[src/attn_defines.svh]
// Attention head sizes and widths
// Shared by the package and every block of the score path
`ifndef ATTN_DEFINES_SVH
`define ATTN_DEFINES_SVH

// Tokens per row and head dimension
`define ATTN_TOKENS 4
`define ATTN_DIM 4

// Scores per chunk out of the matmul
`define ATTN_CHUNK 2

// Key index width for the key write port
`define ATTN_IDX_W 2

// Rescale of raw products into Q3.4 scores
`define ATTN_SHIFT 4

// Operand, accumulator, score and probability widths
`define ATTN_OP_W 8
`define ATTN_ACC_W 18
`define ATTN_SCORE_W 8
`define ATTN_PROB_W 8

`endif

[src/attn_pkg.sv]
// Attention head types
// Vectors, chunk structs and the softmax state encoding
`include "attn_defines.svh"

package attn_pkg;

    // Scalar words
    typedef logic signed [`ATTN_OP_W-1:0] op_t;
    typedef logic signed [`ATTN_ACC_W-1:0] acc_t;
    typedef logic signed [`ATTN_SCORE_W-1:0] score_t;
    typedef logic [`ATTN_PROB_W-1:0] prob_t;

    // Query row or key row
    typedef op_t [`ATTN_DIM-1:0] vec_t;

    // Raw dot products straight out of the matmul
    typedef struct packed {
        logic valid;
        logic last;
        acc_t [`ATTN_CHUNK-1:0] data;
    } raw_chunk_t;

    // Rescaled and saturated scores
    typedef struct packed {
        logic valid;
        logic last;
        score_t [`ATTN_CHUNK-1:0] data;
    } score_chunk_t;

    typedef score_t [`ATTN_TOKENS-1:0] score_row_t;
    typedef prob_t [`ATTN_TOKENS-1:0] prob_row_t;

    typedef enum logic [2:0] {
        SM_IDLE,
        SM_MAX,
        SM_EXP,
        SM_SUM,
        SM_DIV,
        SM_NORM
    } sm_state_t;

endpackage

[src/row_assembler.sv]
// Block to row converter
// Places score chunks into consecutive slots of one row register
`include "attn_defines.svh"

module row_assembler (
    input  logic                    clk,
    input  logic                    rst_n,
    input  attn_pkg::score_chunk_t  chunk,
    output logic                    row_valid,
    output attn_pkg::score_row_t    row
);
    import attn_pkg::*;

    localparam int NCHUNK = `ATTN_TOKENS / `ATTN_CHUNK;
    localparam int SLOT_W = (NCHUNK > 1) ? $clog2(NCHUNK) : 1;
    localparam int LAST_SLOT = NCHUNK - 1;

    logic [SLOT_W-1:0] slot_q;
    logic              row_valid_q;
    score_row_t        row_q;

    always_ff @(posedge clk) begin
        if (!rst_n) begin
            slot_q      <= '0;
            row_valid_q <= 1'b0;
        end else begin
            row_valid_q <= chunk.valid && chunk.last;
            if (chunk.valid) begin
                slot_q <= chunk.last ? '0 : slot_q + 1'b1;
            end
        end
    end

    always_ff @(posedge clk) begin
        if (chunk.valid) begin
            for (int i = 0; i < `ATTN_CHUNK; i++) begin
                row_q[int'(slot_q) * `ATTN_CHUNK + i] <= chunk.data[i];
            end
        end
    end

    assign row_valid = row_valid_q;
    assign row       = row_q;

    // Upstream last flag must line up with the final slot
    a_last_at_final_slot: assert property (
        @(posedge clk) disable iff (!rst_n)
        chunk.valid |-> (chunk.last == (slot_q == SLOT_W'(LAST_SLOT)))
    );

endmodule

[src/score_matmul.sv]
// Query times transposed key matrix
// Key rows in registers, all dot products in one stage, streamed out as chunks
`include "attn_defines.svh"

module score_matmul (
    input  logic                    clk,
    input  logic                    rst_n,
    input  logic                    k_valid,
    input  logic [`ATTN_IDX_W-1:0]  k_idx,
    input  attn_pkg::vec_t          k_row,
    input  logic                    q_valid,
    input  attn_pkg::vec_t          q_row,
    output attn_pkg::raw_chunk_t    chunk
);
    import attn_pkg::*;

    localparam int NCHUNK = `ATTN_TOKENS / `ATTN_CHUNK;
    localparam int SEL_W = (NCHUNK > 1) ? $clog2(NCHUNK) : 1;

    // Row j holds key j, i.e. column j of K transposed
    vec_t key_q [`ATTN_TOKENS];
    acc_t acc_q [`ATTN_TOKENS];

    logic             emit_q;
    logic [SEL_W-1:0] sel_q;
    logic             sel_last;

    function automatic acc_t dot(vec_t a, vec_t b);
        acc_t sum;
        sum = '0;
        for (int i = 0; i < `ATTN_DIM; i++) begin
            sum = sum + acc_t'($signed(a[i])) * acc_t'($signed(b[i]));
        end
        return sum;
    endfunction

    always_ff @(posedge clk) begin
        if (!rst_n) begin
            for (int j = 0; j < `ATTN_TOKENS; j++) begin
                key_q[j] <= '0;
            end
        end else if (k_valid) begin
            key_q[k_idx] <= k_row;
        end
    end

    // All four products in parallel
    always_ff @(posedge clk) begin
        if (q_valid) begin
            for (int j = 0; j < `ATTN_TOKENS; j++) begin
                acc_q[j] <= dot(q_row, key_q[j]);
            end
        end
    end

    assign sel_last = (sel_q == SEL_W'(NCHUNK - 1));

    always_ff @(posedge clk) begin
        if (!rst_n) begin
            emit_q <= 1'b0;
            sel_q  <= '0;
        end else if (q_valid) begin
            emit_q <= 1'b1;
            sel_q  <= '0;
        end else if (emit_q) begin
            if (sel_last) begin
                emit_q <= 1'b0;
            end
            sel_q <= sel_last ? '0 : sel_q + 1'b1;
        end
    end

    always_comb begin
        chunk.valid = emit_q;
        chunk.last  = emit_q && sel_last;
        for (int i = 0; i < `ATTN_CHUNK; i++) begin
            chunk.data[i] = acc_q[int'(sel_q) * `ATTN_CHUNK + i];
        end
    end

    // Throttle upstream must hold queries until the burst is out
    a_no_query_in_burst: assert property (
        @(posedge clk) disable iff (!rst_n) q_valid |-> !emit_q
    );

endmodule

[src/score_rshift.sv]
// Score rescale stage
// Arithmetic right shift and saturation of each raw dot product
`include "attn_defines.svh"

module score_rshift (
    input  logic                    clk,
    input  logic                    rst_n,
    input  attn_pkg::raw_chunk_t    chunk_in,
    output attn_pkg::score_chunk_t  chunk_out
);
    import attn_pkg::*;

    localparam acc_t SAT_HI = acc_t'((1 << (`ATTN_SCORE_W - 1)) - 1);
    localparam acc_t SAT_LO = -acc_t'(1 << (`ATTN_SCORE_W - 1));

    logic                          valid_q;
    logic                          last_q;
    score_t [`ATTN_CHUNK-1:0]      data_q;

    function automatic score_t saturate(acc_t raw);
        acc_t   sh;
        score_t res;
        sh = raw >>> `ATTN_SHIFT;
        if (sh > SAT_HI) begin
            res = score_t'(SAT_HI);
        end else if (sh < SAT_LO) begin
            res = score_t'(SAT_LO);
        end else begin
            res = score_t'(sh);
        end
        return res;
    endfunction

    always_ff @(posedge clk) begin
        if (!rst_n) begin
            valid_q <= 1'b0;
        end else begin
            valid_q <= chunk_in.valid;
        end
    end

    always_ff @(posedge clk) begin
        if (chunk_in.valid) begin
            last_q <= chunk_in.last;
            for (int i = 0; i < `ATTN_CHUNK; i++) begin
                data_q[i] <= saturate(chunk_in.data[i]);
            end
        end
    end

    assign chunk_out.valid = valid_q;
    assign chunk_out.last  = last_q;
    assign chunk_out.data  = data_q;

endmodule

[src/self_attention_head.sv]
// Score path of one self-attention head
// Q x K^T, rescale, block to row and softmax with a one-row in_ready throttle
`include "attn_defines.svh"

module self_attention_head (
    input  logic                    clk,
    input  logic                    rst_n,
    input  logic                    k_valid,
    input  logic [`ATTN_IDX_W-1:0]  k_idx,
    input  attn_pkg::vec_t          k_row,
    input  logic                    q_valid,
    input  attn_pkg::vec_t          q_row,
    output logic                    in_ready,
    output logic                    prob_valid,
    output attn_pkg::prob_row_t     prob_row
);
    import attn_pkg::*;

    logic         busy_q;
    logic         q_accept;
    raw_chunk_t   raw_chunk;
    score_chunk_t score_chunk;
    logic         row_valid;
    score_row_t   score_row;

    // Queries offered while busy are dropped here
    assign q_accept = q_valid && !busy_q;
    assign in_ready = !busy_q;

    always_ff @(posedge clk) begin
        if (!rst_n) begin
            busy_q <= 1'b0;
        end else if (q_accept) begin
            busy_q <= 1'b1;
        end else if (prob_valid) begin
            busy_q <= 1'b0;
        end
    end

    score_matmul matmul_i (
        .clk     (clk),
        .rst_n   (rst_n),
        .k_valid (k_valid),
        .k_idx   (k_idx),
        .k_row   (k_row),
        .q_valid (q_accept),
        .q_row   (q_row),
        .chunk   (raw_chunk)
    );

    score_rshift rshift_i (
        .clk       (clk),
        .rst_n     (rst_n),
        .chunk_in  (raw_chunk),
        .chunk_out (score_chunk)
    );

    row_assembler b2r_i (
        .clk       (clk),
        .rst_n     (rst_n),
        .chunk     (score_chunk),
        .row_valid (row_valid),
        .row       (score_row)
    );

    softmax_row softmax_i (
        .clk        (clk),
        .rst_n      (rst_n),
        .row_valid  (row_valid),
        .row        (score_row),
        .prob_valid (prob_valid),
        .prob_row   (prob_row)
    );

endmodule

[src/softmax_row.sv]
// Fixed-point softmax over one score row
// Max, base-2 exponent table, sum, restoring reciprocal and normalisation
`include "attn_defines.svh"

module softmax_row (
    input  logic                    clk,
    input  logic                    rst_n,
    input  logic                    row_valid,
    input  attn_pkg::score_row_t    row,
    output logic                    prob_valid,
    output attn_pkg::prob_row_t     prob_row
);
    import attn_pkg::*;

    localparam int EXP_W = 8;
    localparam int LUT_BITS = 4;
    localparam int DIFF_W = `ATTN_SCORE_W + 1;
    localparam int SUM_W = EXP_W + $clog2(`ATTN_TOKENS);
    localparam int DIV_W = 17;
    localparam int STEP_W = $clog2(DIV_W);
    localparam logic [DIV_W-1:0] DIVIDEND = DIV_W'(16'hffff);

    // round(255 * 2^(-f/16))
    localparam logic [EXP_W-1:0] EXP_LUT [2**LUT_BITS] = '{
        8'd255, 8'd244, 8'd234, 8'd224, 8'd214, 8'd205, 8'd197, 8'd188,
        8'd180, 8'd173, 8'd165, 8'd158, 8'd152, 8'd145, 8'd139, 8'd133
    };

    sm_state_t         state_q;
    logic [STEP_W-1:0] step_q;
    logic              prob_valid_q;

    score_row_t        score_q;
    score_t            max_q;
    logic [EXP_W-1:0]  e_q [`ATTN_TOKENS];
    logic [SUM_W-1:0]  sum_q;
    logic [SUM_W-1:0]  rem_q;
    logic [DIV_W-1:0]  quot_q;
    prob_row_t         prob_q;

    logic [SUM_W-1:0]  e_sum;
    logic [SUM_W:0]    trial;
    logic              div_bit;

    function automatic score_t row_max(score_row_t r);
        score_t m;
        m = r[0];
        for (int i = 1; i < `ATTN_TOKENS; i++) begin
            if ($signed(r[i]) > m) begin
                m = r[i];
            end
        end
        return m;
    endfunction

    // d = m - s stays within 0..255 for 8-bit scores
    function automatic logic [EXP_W-1:0] exp_of(score_t m, score_t s);
        logic signed [DIFF_W-1:0]       diff;
        logic [`ATTN_SCORE_W-1:0]       d;
        diff = DIFF_W'(m) - DIFF_W'(s);
        d = diff[`ATTN_SCORE_W-1:0];
        return EXP_LUT[d[LUT_BITS-1:0]] >> d[`ATTN_SCORE_W-1:LUT_BITS];
    endfunction

    always_comb begin
        e_sum = '0;
        for (int i = 0; i < `ATTN_TOKENS; i++) begin
            e_sum = e_sum + SUM_W'(e_q[i]);
        end
    end

    // One restoring step per cycle, dividend bits shifted in from quot_q
    assign trial   = {rem_q, quot_q[DIV_W-1]};
    assign div_bit = (trial >= {1'b0, sum_q});

    always_ff @(posedge clk) begin
        if (!rst_n) begin
            state_q      <= SM_IDLE;
            step_q       <= '0;
            prob_valid_q <= 1'b0;
        end else begin
            prob_valid_q <= 1'b0;
            case (state_q)
                SM_IDLE: begin
                    if (row_valid) begin
                        state_q <= SM_MAX;
                    end
                end
                SM_MAX:  state_q <= SM_EXP;
                SM_EXP:  state_q <= SM_SUM;
                SM_SUM: begin
                    state_q <= SM_DIV;
                    step_q  <= '0;
                end
                SM_DIV: begin
                    if (step_q == STEP_W'(DIV_W - 1)) begin
                        state_q <= SM_NORM;
                    end
                    step_q <= step_q + 1'b1;
                end
                SM_NORM: begin
                    state_q      <= SM_IDLE;
                    prob_valid_q <= 1'b1;
                end
                default: state_q <= SM_IDLE;
            endcase
        end
    end

    always_ff @(posedge clk) begin
        case (state_q)
            SM_IDLE: begin
                if (row_valid) begin
                    score_q <= row;
                end
            end
            SM_MAX: max_q <= row_max(score_q);
            SM_EXP: begin
                for (int i = 0; i < `ATTN_TOKENS; i++) begin
                    e_q[i] <= exp_of(max_q, score_q[i]);
                end
            end
            SM_SUM: begin
                sum_q  <= e_sum;
                rem_q  <= '0;
                quot_q <= DIVIDEND;
            end
            SM_DIV: begin
                rem_q  <= div_bit ? SUM_W'(trial - {1'b0, sum_q}) : trial[SUM_W-1:0];
                quot_q <= {quot_q[DIV_W-2:0], div_bit};
            end
            SM_NORM: begin
                for (int i = 0; i < `ATTN_TOKENS; i++) begin
                    prob_q[i] <= prob_t'((32'(e_q[i]) * 32'(quot_q)) >> `ATTN_PROB_W);
                end
            end
            default: ;
        endcase
    end

    assign prob_valid = prob_valid_q;
    assign prob_row   = prob_q;

    // Only one row in flight, enforced by the in_ready throttle at the top
    a_row_only_when_idle: assert property (
        @(posedge clk) disable iff (!rst_n) row_valid |-> state_q == SM_IDLE
    );

endmodule

[config.mk]
export PLATFORM = sky130hd
export DESIGN_NAME = self_attention_head
export DESIGN_NICKNAME = d
export VERILOG_FILES = /design/src/attn_pkg.sv /design/src/row_assembler.sv /design/src/score_matmul.sv /design/src/score_rshift.sv /design/src/self_attention_head.sv /design/src/softmax_row.sv
export VERILOG_INCLUDE_DIRS = /design/src
export SDC_FILE = /design/constraint.sdc
export NUM_CORES = 2
export LEC_CHECK = 0
export BUFFER_PORTS_ARGS = -buffer_cell sky130_fd_sc_hd__buf_2
export CORE_UTILIZATION = 40
export CTS_CLUSTER_SIZE = 10
export DETAILED_ROUTE_END_ITERATION = 10
export SYNTH_ARGS = -nofsm -noshare
export SYNTH_HDL_FRONTEND = slang
export SYNTH_SLANG_ARGS = --single-unit
export TNS_END_PERCENT = 50
[constraint.sdc]
create_clock -name clk -period 9.7 [get_ports clk]
set_clock_uncertainty 0.2 [all_clocks]
set_input_delay 0.97 -clock clk [delete_from_list [all_inputs] [get_ports clk]]
set_output_delay 0.97 -clock clk [all_outputs]
set_load 0.01 [all_outputs]
==> summary.json <==
{
  "drt-total-wl_um": 187000,
  "core_um2": 181000,
  "status": "completed",
  "mappedNetlistArea_um2": 73100,
  "n_antenna_cell": 0,
  "grt_pass1_vias": 54500,
  "rsz_0062_raised_after_global_routing": "no",
  "clock-sinks": 390,
  "initialDrtViolationCount": 2468,
  "grt_pass1_wl_um": 303000,
  "relSlewSlack_pct": 22.3,
  "final_nets": 9655,
  "synthArstFlopShare_pct": 0,
  "timing_max_transition_violations_final": 0,
  "cts.clk_slew.worst_paths_ns": 0.06,
  "design.portCount": 104,
  "drt_first_pass_iters": 6,
  "crit_fanout": 32,
  "grt_max_degree": 59,
  "post_drt_wl_per_cell_um": 18.6,
  "fin_util_pct": 43.0,
  "mappedNetlistNets": 9662,
  "dp_hpwl_um": 153000,
  "worst_r2r_path_depth": 27,
  "ctsResizeCount": 0,
  "fin_cells": 10000,
  "routed_via_density": 4.98,
  "synth_enable_flop_cells": 374,
  "synthTopCellsByArea": "sky130_fd_sc_hd__fa_1 (34%), sky130_fd_sc_hd__edfxtp_1 (15%), sky130_fd_sc_hd__ha_1 (12%), sky130_fd_sc_hd__inv_1 (9.1%), sky130_fd_sc_hd__and2_1 (7.7%)",
  "grt.overflow.total": 0,
  "aggregate_global_route_resource_usage_pct": 20.9,
  "finalCriticalPeriod_ns": 8.19,
  "die_height_um": 430,
  "commonest_cells_in_the_netlist": "sky130_fd_sc_hd__inv_1 (1766), sky130_fd_sc_hd__fa_1 (1259), sky130_fd_sc_hd__and2_1 (900)",
  "fmax_mhz": 122,
  "critical_path_required_ns": 9.92,
  "final-setup-viol-count": 0,
  "fillerInstances": 17500,
  "routed-via-count": 50000,
  "number_of_buffers_inserted_during_clock_tree_synthesis": 54,
  "remaining_antenna_violation_count": 0,
  "maxCapViolations": 0,
  "number_of_antenna_violations_at_the_first_check_in_global_routing": 4,
  "ys_ff_latch": 390,
  "cp_endpoint_kind": "register",
  "clock_insertion_delay_worst_skew_ns": 0.70,
  "reg2reg_from": "matmul_i.key_q[3][26]",
  "cts_post_setup_buffers_inserted": 0,
  "cts-root-buf": "sky130_fd_sc_hd__clkbuf_16",
  "syn_area_per_cell_um2": 9.59,
  "min_period_over_period_pct": 84.4,
  "tns_ns": 0,
  "synth_largest_area_cell": "sky130_fd_sc_hd__fa_1",
  "timing_hold_violations_final": 0,
  "fp.dieW_um": 430,
  "cts.htree.levels": 2,
  "fp.dieArea_um2": 185000,
  "drt_drc": 0,
  "numPortBuffers": 103,
  "yosysUniqueCellTypes": 86,
  "synth_most_common_cell": "sky130_fd_sc_hd__inv_1",
  "r2r-end": "matmul_i.acc_q[3][17]",
  "cts_tree": "built",
  "hold_start": "b2r_i.row[0]",
  "worstHoldPathType": "reg2reg",
  "worstHoldPathCells": 0,
  "cts_hold_buf": 0,
  "critPathKind": "in2reg",
  "post_synth_inst_count": 7627,
  "start_util_pct": 40.4,
  "min_delay_worst_endpoint": "softmax_i.score_q[0]",
  "synth_top_flop_cell": "sky130_fd_sc_hd__edfxtp_1",
  "rrSetupSlack_ns": 1.74,
  "placed_cells": 9934,
  "cts-root-to-sink-buffers": 3,
  "worstMarginPinSlew_ns": 1.16,
  "cp.arrival_ns": 8.41,
  "rows": 156,
  "routabilityCongestion": 0.957,
  "syn2layout_area_growth_pct": 6.56,
  "drive_above_1_share_pct": 3.97,
  "synth.yosys.warnings": 0,
  "critical_path.startpoint_type": "primary input",
  "synth_top_area_share_pct": 34.5,
  "ys_seq_area_share_pct": 15.8
}
[worst max-delay path, cell delays in order]
cell and delay, ns:
sky130_fd_sc_hd__buf_2 0.57, sky130_fd_sc_hd__nand2_1 0.16, sky130_fd_sc_hd__fa_1 0.42, sky130_fd_sc_hd__inv_1 0.08
sky130_fd_sc_hd__fa_1 0.41, sky130_fd_sc_hd__inv_1 0.10, sky130_fd_sc_hd__fa_1 0.42, sky130_fd_sc_hd__fa_1 0.49
sky130_fd_sc_hd__inv_1 0.05, sky130_fd_sc_hd__ha_1 0.31, sky130_fd_sc_hd__a21o_1 0.20, sky130_fd_sc_hd__a21oi_1 0.23
sky130_fd_sc_hd__o21bai_1 0.10, sky130_fd_sc_hd__a21oi_1 0.26, sky130_fd_sc_hd__o21ai_0 0.21, sky130_fd_sc_hd__a21o_1 0.21
sky130_fd_sc_hd__a21oi_1 0.17, sky130_fd_sc_hd__xor2_1 0.53, sky130_fd_sc_hd__fa_1 0.56, sky130_fd_sc_hd__fa_1 0.50
sky130_fd_sc_hd__inv_1 0.04, sky130_fd_sc_hd__ha_1 0.32, sky130_fd_sc_hd__nand3_1 0.10, sky130_fd_sc_hd__a2111oi_0 0.06
sky130_fd_sc_hd__a2111o_1 0.43, sky130_fd_sc_hd__a21oi_1 0.24, sky130_fd_sc_hd__o21ba_2 0.17, sky130_fd_sc_hd__xnor2_1 0.06
[layout make-up]
class	count	area, um^2	area share (%)
tap	2370	2970	3.81
clock inverter	26	345	0.443
timing repair buffer	138	778	0.999
multi-input combinational	5269	54200	69.6
clock buffer	69	1420	1.82
sequential	390	11600	14.8
inverter	1767	6630	8.51
[registers in the layout (all words and copies together), names as in the netlist, 3 cells and up, named ones only]
signal	count
matmul_i.key_q	128
matmul_i.acc_q	56
b2r_i.row	32
softmax_i.e_q	32
softmax_i.prob_row	32
softmax_i.score_q	32
softmax_i.quot_q	17
rshift_i.chunk_out	16
softmax_i.rem_q	10
softmax_i.sum_q	10
softmax_i.max_q	8
softmax_i.step_q	5
softmax_i.state_q	3
[how the worst max path moves through the flow]
stage	from	end	slack, ns
2_1_floorplan	q_row[22]	matmul_i.acc_q[3][17]	2.12
3_3_place_gp	q_row[27]	matmul_i.acc_q[3][17]	0.97
3_5_place_dp	q_row[26]	matmul_i.acc_q[3][17]	0.83
4_1_cts	q_row[26]	matmul_i.acc_q[3][17]	1.53
5_1_grt	q_row[26]	matmul_i.acc_q[3][17]	1.16
6_report	q_row[26]	matmul_i.acc_q[3][17]	1.51
[layer usage]
metal	part of all wire, %	global-route usage, %
met1	41	25.4
met2	51	37.6
met3	3.8	2.31
met4	4.4	8.25
met5	0.0043	0
[layout by cell type, fill, tap and decap left out, drive strengths merged, types with 52 or more instances in the layout]
master / n
nand3: 52
clkbuf: 69
a21o: 69
ha: 706
buf: 138
nand2b: 99
edfxtp: 374
nor3: 81
fa: 1259
nor2b: 71
xnor2: 341
and2: 901
inv: 1769
nand2: 621
nor2: 233
xor2: 105
o21ai: 107
a21oi: 218
[kinds of logic after synthesis]
family	count (synthesis)	share of synthesized area (%)
compound gates	613	5.46
mux	63	0.956
fa+ha+maj	1965	46.5
simple gates	2178	15.6
flops	390	15.8
xor+xnor	450	5.52
buf+inv	1968	10.1
[through the flow]
stage | hold slack, ns | setup slack (ns) | area (um^2)
4_1_cts | 0.216 | 1.53 | 77900
5_1_grt | 0.219 | 1.16 | 77900
6_report | 0.215 | 1.51 | 77900
3_3_place_gp | 0.203 | 0.969 | 76200
2_1_floorplan | 0.200 | 2.12 | 73100
3_5_place_dp | 0.205 | 0.829 | 76200
Power is left out: the tool's default activity adds up to more than one toggle a clock period on the data nets, which glitch-free logic cannot reach.
